--- src/design/memtest_macros.svh ---
`ifndef MEMTEST_MACROS_SVH
`define MEMTEST_MACROS_SVH

// ------------------------------
// bus widths
// ------------------------------
`define MT_ADDR_W 33
`define MT_DATA_W 256

// ------------------------------
// tested address window
// ------------------------------
// first byte address written
`define MT_START_ADRS 33'h0_0000_0000
// exclusive end address
`define MT_STOP_ADRS 33'h0_0000_0400
// one column per slot
`define MT_ADRS_STEP 33'd4
`define MT_SLOT_COUNT (int'((`MT_STOP_ADRS - `MT_START_ADRS) / `MT_ADRS_STEP))
// base word mixed into every pattern
`define MT_PATTERN_SEED 16'h1234

`endif

--- src/design/memtest_pkg.sv ---
package memtest_pkg;

`include "memtest_macros.svh"

	// ------------------------------
	// plain vectors
	// ------------------------------
	typedef logic [`MT_ADDR_W-1:0] axi_addr_t;
	typedef logic [`MT_DATA_W-1:0] axi_data_t;
	typedef logic [1:0] axi_resp_t;
	typedef logic [15:0] pattern_t;
	typedef logic [15:0] slot_idx_t;

	// ddr controller address layout
	typedef struct packed
	{
		logic cs;
		logic [16:0] row;
		logic [2:0] bank;
		logic [9:0] col;
		logic [1:0] datapath;
	} ddr_addr_t;

	// one read beat as seen on the r channel
	typedef struct packed
	{
		axi_data_t data;
		axi_resp_t resp;
		logic last;
	} axi_r_t;

	// tester status flags
	typedef struct packed
	{
		logic run;
		logic done;
		logic fail;
	} mt_status_t;

	typedef enum logic [2:0]
	{
		IDLE,
		WRITE_CMD,
		WRITE_WAIT,
		READ_CMD,
		READ_WAIT,
		DONE
	} mt_state_e;

	// slot index xor seed, rotated left by idx[3:0]
	function automatic pattern_t pattern_of(input slot_idx_t idx);
		pattern_t base;
		logic [31:0] dbl;
		base = pattern_t'(idx) ^ `MT_PATTERN_SEED;
		// upper half of the doubled word holds the rotation
		dbl = {base, base} << idx[3:0];
		return dbl[31:16];
	endfunction

endpackage

--- src/design/memtest_fsm.sv ---
`timescale 1ns/1ps

module memtest_fsm
(
	input logic iAxiCLK,
	input logic iAxiRST,
	input logic i_cfg_done,
	input logic i_wr_done,
	input logic i_wr_err,
	input logic i_rd_done,
	input logic i_rd_bad,
	input logic i_slot_last,
	input memtest_pkg::ddr_addr_t i_slot_addr,
	output logic o_wr_start,
	output logic o_rd_start,
	output logic o_slot_next,
	output logic o_slot_clear,
	output memtest_pkg::mt_status_t o_status,
	output memtest_pkg::axi_addr_t o_fail_addr
);

	memtest_pkg::mt_state_e state;
	memtest_pkg::mt_state_e state_nxt;
	// end of test events
	logic finish_pass;
	logic finish_fail;

	// ------------------------------
	// next state and pulses
	// ------------------------------
	always_comb
	begin
		state_nxt = state;
		o_wr_start = 1'b0;
		o_rd_start = 1'b0;
		o_slot_next = 1'b0;
		o_slot_clear = 1'b0;
		finish_pass = 1'b0;
		finish_fail = 1'b0;
		case (state)
			memtest_pkg::IDLE:
			begin
				// wait for ddr controller init
				if (i_cfg_done)
					state_nxt = memtest_pkg::WRITE_CMD;
			end
			memtest_pkg::WRITE_CMD:
			begin
				o_wr_start = 1'b1;
				state_nxt = memtest_pkg::WRITE_WAIT;
			end
			memtest_pkg::WRITE_WAIT:
			begin
				if (i_wr_done)
				begin
					if (i_wr_err)
					begin
						// bad bresp aborts before any read
						finish_fail = 1'b1;
						state_nxt = memtest_pkg::DONE;
					end
					else if (i_slot_last)
					begin
						// rewind counter for read phase
						o_slot_clear = 1'b1;
						state_nxt = memtest_pkg::READ_CMD;
					end
					else
					begin
						o_slot_next = 1'b1;
						state_nxt = memtest_pkg::WRITE_CMD;
					end
				end
			end
			memtest_pkg::READ_CMD:
			begin
				o_rd_start = 1'b1;
				state_nxt = memtest_pkg::READ_WAIT;
			end
			memtest_pkg::READ_WAIT:
			begin
				if (i_rd_done)
				begin
					if (i_rd_bad)
					begin
						finish_fail = 1'b1;
						state_nxt = memtest_pkg::DONE;
					end
					else if (i_slot_last)
					begin
						finish_pass = 1'b1;
						state_nxt = memtest_pkg::DONE;
					end
					else
					begin
						o_slot_next = 1'b1;
						state_nxt = memtest_pkg::READ_CMD;
					end
				end
			end
			memtest_pkg::DONE:
			begin
				// held here until reset
				state_nxt = memtest_pkg::DONE;
			end
			default:
			begin
				state_nxt = memtest_pkg::IDLE;
			end
		endcase
	end

	// ------------------------------
	// state and status registers
	// ------------------------------
	always_ff @(posedge iAxiCLK)
	begin
		if (iAxiRST)
		begin
			state <= memtest_pkg::IDLE;
			o_status <= '0;
			o_fail_addr <= '0;
		end
		else
		begin
			state <= state_nxt;
			// run rises on leaving idle
			if (state == memtest_pkg::IDLE && i_cfg_done)
				o_status.run <= 1'b1;
			if (finish_pass || finish_fail)
			begin
				o_status.run <= 1'b0;
				o_status.done <= 1'b1;
			end
			// capture the slot still on the counter
			if (finish_fail)
			begin
				o_status.fail <= 1'b1;
				o_fail_addr <= memtest_pkg::axi_addr_t'(i_slot_addr);
			end
		end
	end

endmodule

--- config.mk ---
export PLATFORM = sky130hd
export DESIGN_NAME = memtest_fsm
export DESIGN_NICKNAME = d
export VERILOG_FILES = /design/src/design/memtest_pkg.sv /design/src/design/memtest_fsm.sv
export VERILOG_INCLUDE_DIRS = /design/src /design/src/design
export SDC_FILE = /design/constraint.sdc
export NUM_CORES = 1
export LEC_CHECK = 0
export BUFFER_PORTS_ARGS = -buffer_cell sky130_fd_sc_hd__buf_2
export CAP_MARGIN = 20
export CORE_MARGIN = 2
export CORE_UTILIZATION = 40
export DETAILED_ROUTE_END_ITERATION = 6
export PLACE_DENSITY_LB_ADDON = 0.25
export SLEW_MARGIN = 10
export SYNTH_ARGS = -nofsm -noshare
export SYNTH_HDL_FRONTEND = slang
export SYNTH_SLANG_ARGS = --single-unit
--- constraint.sdc ---
create_clock -name iAxiCLK -period 1.5 [get_ports iAxiCLK]
set_input_delay 0.075 -clock iAxiCLK [delete_from_list [all_inputs] [get_ports iAxiCLK]]
set_output_delay 0.075 -clock iAxiCLK [all_outputs]
set_load 0.005 [all_outputs]
==> impl_metrics.json, run 1 <==
{
  "root_buffer": "clkbuf_8",
  "finalHoldViolCount": 0,
  "end_kind": "register",
  "post-place-ws_ps": -6.797,
  "die_h_um": 66.73,
  "max_freq_ghz": 0.6511,
  "slew_viol_final": 0,
  "clk-insertion-delay-late_ps": 290,
  "maxSlewHeadroom_pct": 75.68,
  "start_util_pct": 42.36,
  "antenna_found_initial": 0,
  "clock_path_buffers": 2,
  "crit_chain": "and4bb_2 -> a32oi_4 -> buf_6 -> buf_16 -> mux2i_2 -> nor2_1",
  "path_buf_inv": 2,
  "vdd_drop_max_v": 0.0007000,
  "ys_warn_count": 0,
  "seq_area_frac_synth_pct": 49.60,
  "worstHoldStart": "i_slot_addr[17]",
  "crit_arrival_ps": 1720,
  "finalCritPeriodShare_pct": 102.4,
  "syn_nets": 194,
  "hold_buffers": 0,
  "grt_pass1_vias": 1241,
  "r2r_start": "state[0]",
  "cap_violations": 0,
  "cts_buffers": 5,
  "violations": "negative setup slack",
  "die_x_um": 66.73,
  "required_ps": 1680,
  "async_flop_share_pct": 0,
  "p_per_area_nw_per_um2": 1052,
  "synthTopCellsByArea": "dfxtp_1 50%, mux2i_1 21%, nor2_1 9.3%",
  "io_pins": 81,
  "clock-sinks": 39,
  "numPortBuffers": 80,
  "num-nets-final": 283,
  "grt_max_degree": 22,
  "setup_viol": 13,
  "synth-seq-cells": 39,
  "rsz0062_at_grt": "true",
  "syn_avg_cell_area_um2": 10.29,
  "firstDrtPassIters": 4,
  "drt_iter0_markers": 62,
  "crit_type": "reg2reg",
  "path_delay_family": "flip-flops",
  "ys.flop_type": "dfxtp_1",
  "syn_area_um2": 1574,
  "path_clk_slew_ps": 80,
  "place.gp.congestion": 0.8129,
  "dp_hpwl_um": 2483,
  "grtUsageTotal_pct": 16.63,
  "p_leak_uw": 0.001289,
  "synth.largest_area_cell": "dfxtp_1",
  "h-tree-depth": 2,
  "wl_per_cell_um": 12.31,
  "grt_overflow": 0,
  "fin_skew_ps": 6.652,
  "synth_top_area_share_pct": 49.60,
  "tightest_slew_ps": 364.8,
  "cts_tree": "yes",
  "core_area_um2": 3716,
  "drive_gt1_share_pct": 45.27,
  "slowest_stage": "dfxtp_4",
  "grt_pass1_wl_um": 5595,
  "netlist_top_cells_count": "39 x dfxtp_1, 39 x nor2_1, 33 x mux2i_1",
  "viasPerCell": 4.790,
  "ys_types": 29,
  "syn2layout_area_growth_pct": 41.73,
  "synth_edf_count": 0,
  "std_cell_rows": 22,
  "startpoint": "state[0]",
  "total_power_uw": 2347,
  "antenna_cells": 0,
  "slowest_delay_ps": 370,
  "wl_um": 3582,
  "startpoint_type": "register",
  "status": "finished, violations left",
  "period_minus_slack_ps": 1536,
  "drc": 0,
  "ant_nets": 0,
  "layout_setup_ws_ps": -35.98,
  "postSynthCellCount": 153,
  "hold_path.class": "in2reg",
  "crit_fanout": 5,
  "vias": 1394,
  "dieArea_um2": 4453
}
==> routing by layer <==
metal  track usage [%]  part of all wire, %  up-vias
met4             4.592                 0.31        0
met3             6.081                  7.9        3
met1             20.65                   45      641
met2             27.00                   47       52
met5                 0                    0        -
li1                  -                    -      698
==> placed cells by master, fill, tap and decap left out, types with 3 or more instances in the layout <==
cell      netlist  layout
buf_2           1      80
nor3_1          3       3
nor2_1         39      38
dfxtp_1        39      36
buf_6           1       3
clkbuf_8        0       5
buf_4           1       7
mux2i_1        33      31
==> final timing paths <==
kind | end | slack (ps) | cells past startpoint
worst max-delay path | o_fail_addr[15] | -40 | 6
worst min-delay path | o_fail_addr[17] | 10 | 3
worst max register to register | o_fail_addr[15] | -40 | 6
worst min register to register | o_status[0] | 450 | 2
==> worst reg2reg max path, stage by stage (launching register included) <==
cell and delay [ps]:
dfxtp_4 370, and4bb_2 270, a32oi_4 230, buf_6 170
buf_16 120, mux2i_2 220, nor2_1 50
==> through the flow <==
step | cell area, um^2 | utilization, % | hold slack, ps | setup TNS, ps | cells
2_1_floorplan | 1574 | - | 181.1 | 0 | 153
3_3_place_gp | 2027 | 54.55 | 304.4 | 0 | 279
3_5_place_dp | 2027 | 54.55 | 311.6 | -21.98 | 279
4_1_cts | 2243 | 60.37 | 10.64 | -652.8 | 291
5_1_grt | 2231 | 60.03 | 11.96 | -1449 | 291
6_report | 2231 | 60.03 | 13.57 | -164.8 | 291
==> registers in the layout, indices dropped and copies added, names as in the netlist <==
signal and flops:
o_fail_addr 33, o_status 3, state 3
==> cell type report <==
type                            count  area (um^2)
Sequential cell                    39        787.0
Inverter                            2        7.507
Timing Repair Buffer               92        534.3
Clock buffer                        5        68.82
Fill cell                         339         1485
Tap cell                           48        60.06
Multi-Input combinational cell    102        729.5
Clock inverter                      3        43.79
==> power breakdown <==
| part | switching, uW | internal, uW |
|---|---|---|
| Combinational | 178 | 202 |
| Sequential | 28.4 | 1080 |
| Clock | 361 | 495 |
==> logic make-up after synthesis <==
family | after synthesis | synth area share (%)
compound gates | 14 | 6.757
buf+inv | 12 | 6.757
mux | 33 | 20.99
flops | 39 | 49.60
simple gates | 55 | 15.90
==> what timing repair did <==
item,4_1_cts,5_1_grt
endpoints found under the hold margin,0,0
endpoints found under the setup margin,15,33
pin swaps,4,3
resized for setup,14,2
cloned,2,0
buffers inserted,2,1
(Power assumes the default switching activity.)
==> run 2, diff against run 1 <==
Settings changed: PLACE_DENSITY set to 0.75, PLACE_DENSITY_LB_ADDON 0.25 to unset.
==> impl_metrics.json, run 2 (same netlist as run 1, synthesis figures left out) <==
{
  "tns_ps": -200.2,
  "die_h_um": 66.73,
  "path_clk_slew_ps": 70,
  "place.gp.congestion": 0.9124,
  "clock-sinks": 39,
  "fin_skew_ps": 3.514,
  "drive_gt1_share_pct": 45.49,
  "power.net_switching_uw": 553.5,
  "antenna_cells": 0,
  "power_frac_seq_pct": 46.5,
  "grt_overflow": 0,
  "slew_viol_final": 0,
  "die_x_um": 66.73,
  "grt_pass1_wl_um": 5250,
  "crit_chain": "and4bb_2 -> a32oi_4 -> buf_6 -> clkbuf_16 -> mux2i_1 -> nor2_1",
  "status": "finished, violations left",
  "path_buf_inv": 2,
  "slowest_delay_ps": 370,
  "max_freq_ghz": 0.6552,
  "grt_max_degree": 26,
  "h-tree-depth": 2,
  "period_minus_slack_ps": 1526,
  "numPortBuffers": 80,
  "maxSlewHeadroom_pct": 67.86,
  "worstHoldStart": "i_slot_addr[22]",
  "mostFrequentLayoutCell": "buf_2",
  "setup_viol": 15,
  "fillers": 331,
  "antenna_found_initial": 0,
  "hold_path_depth": 3,
  "crit_arrival_ps": 1680,
  "clk-insertion-delay-late_ps": 280,
  "power_frac_comb_pct": 16.8,
  "drt_iter0_markers": 77,
  "tightest_slew_ps": 482.1,
  "startpoint_type": "register",
  "ant_nets": 0,
  "syn2layout_area_growth_pct": 46.50,
  "grt_pass1_vias": 1178,
  "wl_per_cell_um": 12.45,
  "p_leak_uw": 0.001345,
  "most-common-layout-cells": "80 x buf_2, 38 x nor2_1, 36 x dfxtp_1",
  "firstDrtPassIters": 4,
  "hold-path-endpoint": "o_fail_addr[22]",
  "path_delay_family": "flip-flops",
  "top_register": "o_fail_addr",
  "switching_share_pct": 23.16,
  "fin_util_pct": 62.05,
  "clock_path_buffers": 2,
  "slowest_stage": "dfxtp_4",
  "grtUsageTotal_pct": 15.51,
  "crit_fanout": 6,
  "total_power_uw": 2389,
  "pwr-share-clk_pct": 36.7,
  "io_pins": 81,
  "finalHoldViolCount": 0,
  "reg_top3": "o_fail_addr (33), o_status (3), state (3)",
  "post-place-ws_ps": -32.74,
  "end_kind": "register",
  "r2r_start": "state[0]",
  "viasPerCell": 4.805,
  "internal_power_uw": 1836,
  "largest_reg_flops": 33,
  "startpoint": "state[0]",
  "start_util_pct": 42.36,
  "vdd_drop_max_v": 0.0006387,
  "wl_um": 3635,
  "hold_path.class": "in2reg",
  "dp_hpwl_um": 2507,
  "root_buffer": "clkbuf_8",
  "layout_setup_ws_ps": -26.19,
  "crit_type": "reg2reg",
  "reg2reg_to": "o_fail_addr[9]",
  "cts_buffers": 5,
  "multi_input_area_um2": 737.0,
  "required_ps": 1650,
  "cap_violations": 0,
  "vias": 1403,
  "dieArea_um2": 4453,
  "violations": "negative setup slack",
  "drc": 0,
  "p_per_area_nw_per_um2": 1036,
  "reg2reg_depth": 6,
  "finalCritPeriodShare_pct": 101.7,
  "std_cell_rows": 22,
  "core_area_um2": 3716,
  "cts_tree": "yes",
  "rsz0062_at_grt": "true",
  "r2r_slack_ps": -30,
  "regArea_um2": 787.0,
  "num-nets-final": 284
}
## run 2: cell count changes in the layout (fill, tap and decap cells not counted), moves of 2 or more
| cell | delta |
|---|---|
| mux2i_2 | -2 |
| clkbuf_16 | +2 |
| mux2i_1 | +2 |
| buf_4 | -3 |
## run 2: power by group through the flow
| stage | Combinational, uW | Clock (uW) | Sequential, uW |
|---|---|---|---|
| after global routing | 437 | 955 | 1120 |
| after global placement | 351 | 0 | 1130 |
| after CTS | 373 | 903 | 1110 |
| after floorplan | 212 | 0 | 1130 |
| after detailed placement | 354 | 0 | 1130 |
| final | 402 | 876 | 1110 |
## run 2: cell type report
type,instances,area share (%)
flip-flops and latches,39,34.13
clock inverters,2,1.519
well taps,48,2.604
repair buffers,93,25.88
clock buffers,6,3.581
inverters,2,0.3256
multi-input cells,102,31.96
## run 2: layer usage
| metal | track usage [%] | routed length (um) | vias to the layer above | share of wire, % |
|---|---|---|---|---|
| li1 | - | - | 698 | - |
| met1 | 18.85 | 1603 | 639 | 44 |
| met2 | 26.00 | 1693 | 64 | 47 |
| met3 | 5.574 | 322 | 2 | 8.9 |
| met4 | 3.827 | 17 | 0 | 0.47 |
| met5 | 0 | 0 | - | 0 |
## run 2: worst register-to-register path, stage by stage (launching register included)
cell and delay, ps:
dfxtp_4 370, and4bb_2 270, a32oi_4 240, buf_6 160, clkbuf_16 140, mux2i_1 170
nor2_1 50
## run 2: metrics by stage
step / instances / area [um^2] / hold WS (ps)
4_1_cts: 288 / 2213 / 18.10
2_1_floorplan: 153 / 1574 / 181.1
6_report: 292 / 2306 / 24.22
3_3_place_gp: 278 / 2044 / 304.0
3_5_place_dp: 278 / 2044 / 314.9
5_1_grt: 292 / 2306 / 14.95
## run 2: how the worst max path moves through the flow
stage	end	slack, ps	cells after the start
final	o_fail_addr[9]	-30	6
after global placement	o_fail_addr[10]	50	5
after CTS	o_fail_addr[20]	-80	6
after global routing	o_slot_next	-110	6
after detailed placement	o_fail_addr[12]	-30	5
after floorplan	o_fail_addr[0]	30	7
## run 2: timing repair
item | 4_1_cts | 5_1_grt
pin swaps | 1 | 3
resized for setup | 4 | 17
setup endpoints to repair | 4 | 35
buffers inserted | 1 | 4
gates cloned | 1 | 2
hold buffers | 0 | 0
==> run 3, diff against run 2 <==
==> constraint.sdc (replaced) <==
create_clock -name iAxiCLK -period 1.5 [get_ports iAxiCLK]
set_input_delay 0.225 -clock iAxiCLK [delete_from_list [all_inputs] [get_ports iAxiCLK]]
set_output_delay 0.225 -clock iAxiCLK [all_outputs]
set_load 0.005 [all_outputs]
==> impl_metrics.json, run 3 (same netlist as run 1, synthesis figures left out) <==
{
  "tns_ps": -2497,
  "cts_tree": "yes",
  "worstHoldStart": "i_slot_addr[24]",
  "period_minus_slack_ps": 1599,
  "syn2layout_area_growth_pct": 50.87,
  "cts_buffers": 5,
  "violations": "negative setup slack",
  "finalHoldViolCount": 0,
  "layout_setup_ws_ps": -99.49,
  "startpoint": "state[0]",
  "drive_gt1_share_pct": 47.83,
  "end_kind": "register",
  "reg_top3": "o_fail_addr (33), o_status (3), state (3)",
  "grt_pass1_wl_um": 5292,
  "fillers": 309,
  "die_h_um": 66.73,
  "grtUsageTotal_pct": 15.55,
  "most-common-layout-cells": "80 x buf_2, 38 x nor2_1, 36 x dfxtp_1",
  "viasPerCell": 4.744,
  "antenna_found_initial": 0,
  "io_pins": 81,
  "p_per_area_nw_per_um2": 981.6,
  "rsz0062_at_grt": "true",
  "drt_iter0_markers": 50,
  "drc": 0,
  "ant_nets": 0,
  "crit_fanout": 8,
  "slew_viol_final": 0,
  "fin_skew_ps": 6.009,
  "r2r_start": "state[0]",
  "grt_overflow": 0,
  "grt_pass1_vias": 1255,
  "dp_hpwl_um": 2448,
  "maxSlewHeadroom_pct": 80.38,
  "vdd_drop_max_v": 0.0006995,
  "num-nets-final": 293,
  "fin_util_pct": 63.91,
  "crit_type": "reg2reg",
  "required_ps": 1660,
  "clock-sinks": 39,
  "wl_um": 3722,
  "top_register": "o_fail_addr",
  "hold_path.class": "in2reg",
  "grt_max_degree": 23,
  "place.gp.congestion": 0.9076,
  "start_util_pct": 42.36,
  "finalCritPeriodShare_pct": 106.6,
  "path_clk_slew_ps": 70,
  "root_buffer": "clkbuf_8",
  "numPortBuffers": 80,
  "mostFrequentLayoutCell": "buf_2",
  "crit_arrival_ps": 1760,
  "core_area_um2": 3716,
  "final_cells": 301,
  "clock_path_buffers": 2,
  "wl_per_cell_um": 12.37,
  "total_power_uw": 2331,
  "max_freq_ghz": 0.6252,
  "largest_reg_flops": 33,
  "setup_viol": 34,
  "std_cell_rows": 22,
  "slowest_stage": "dfxtp_4",
  "tightest_slew_ps": 294.3,
  "p_leak_uw": 0.001369,
  "vias": 1428,
  "slowest_delay_ps": 380,
  "firstDrtPassIters": 4,
  "h-tree-depth": 2,
  "cap_violations": 0,
  "crit_top_cell": "buf_6",
  "status": "finished, violations left",
  "startpoint_type": "register",
  "crit_chain": "buf_6 -> and4bb_2 -> a32oi_4 -> buf_6 -> clkbuf_16 -> mux2i_1 -> nor2_1",
  "dieArea_um2": 4453,
  "post-place-ws_ps": 2.132,
  "clk-insertion-delay-late_ps": 280,
  "dp_cells": 280,
  "antenna_cells": 0,
  "die_x_um": 66.73
}
-- run 3: cell types whose count changed in the layout (fill, tap and decap cells not counted), sizes merged --
| cell | change |
|---|---|
| buf | +8 |
| bufinv | -1 |
| clkbuf | +2 |
| clkinv | -1 |
| clkinvlp | +1 |
-- run 3: power breakdown --
part / leakage, uW / switching (uW) / internal (uW)
registers: 0.000317 / 31.6 / 1080
clock network: 0.0000505 / 341 / 418
logic: 0.00100 / 197 / 261
-- run 3: final timing paths --
path	to	slack (ps)	cells after the start
setup / recovery	o_fail_addr[7]	-100	7
hold / removal	o_fail_addr[24]	170	3
setup reg to reg	o_fail_addr[7]	-100	7
hold reg to reg	o_status[0]	460	2
-- run 3: critical path, delay by kind of cell, from the launching register on --
family	cells	cell delay, ps
buf+inv	3	400
flops	1	380
simple gates	2	300
compound gates	1	230
mux	1	180
-- run 3: final cells by class --
class / count / area [um^2] / area share [%]
clock buffer: 7 / 96.34 / 4.057
clock inverter: 1 / 7.507 / 0.3161
inverter: 2 / 7.507 / 0.3161
multi-input combinational: 102 / 735.7 / 30.98
sequential: 39 / 789.5 / 33.25
tap: 48 / 60.06 / 2.529
timing repair buffer: 102 / 678.2 / 28.56
-- run 3: repair_timing --
item | in CTS | in global routing
pin swaps | 2 | 14
endpoints found under the hold margin | 0 | 0
cloned | 0 | 4
gates resized for setup | 8 | 10
buffers inserted | 5 | 4
hold buffers | 0 | 0
endpoints found under the setup margin | 9 | 36
-- run 3: metal layers --
metal	track usage, %	share of wire [%]	vias to the layer above
met1	19.27	46	650
met3	5.068	7.7	2
met2	24.63	46	58
met4	6.633	0.51	0
met5	0	0	-
li1	-	-	718
-- run 3: per-stage QoR --
stage / hold WS [ps] / area, um^2
floorplan: 368.9 / 1574
global placement: 445.9 / 2059
detailed placement: 443.3 / 2059
CTS: 164.8 / 2228
global route: 172.4 / 2375
finish: 173.2 / 2375
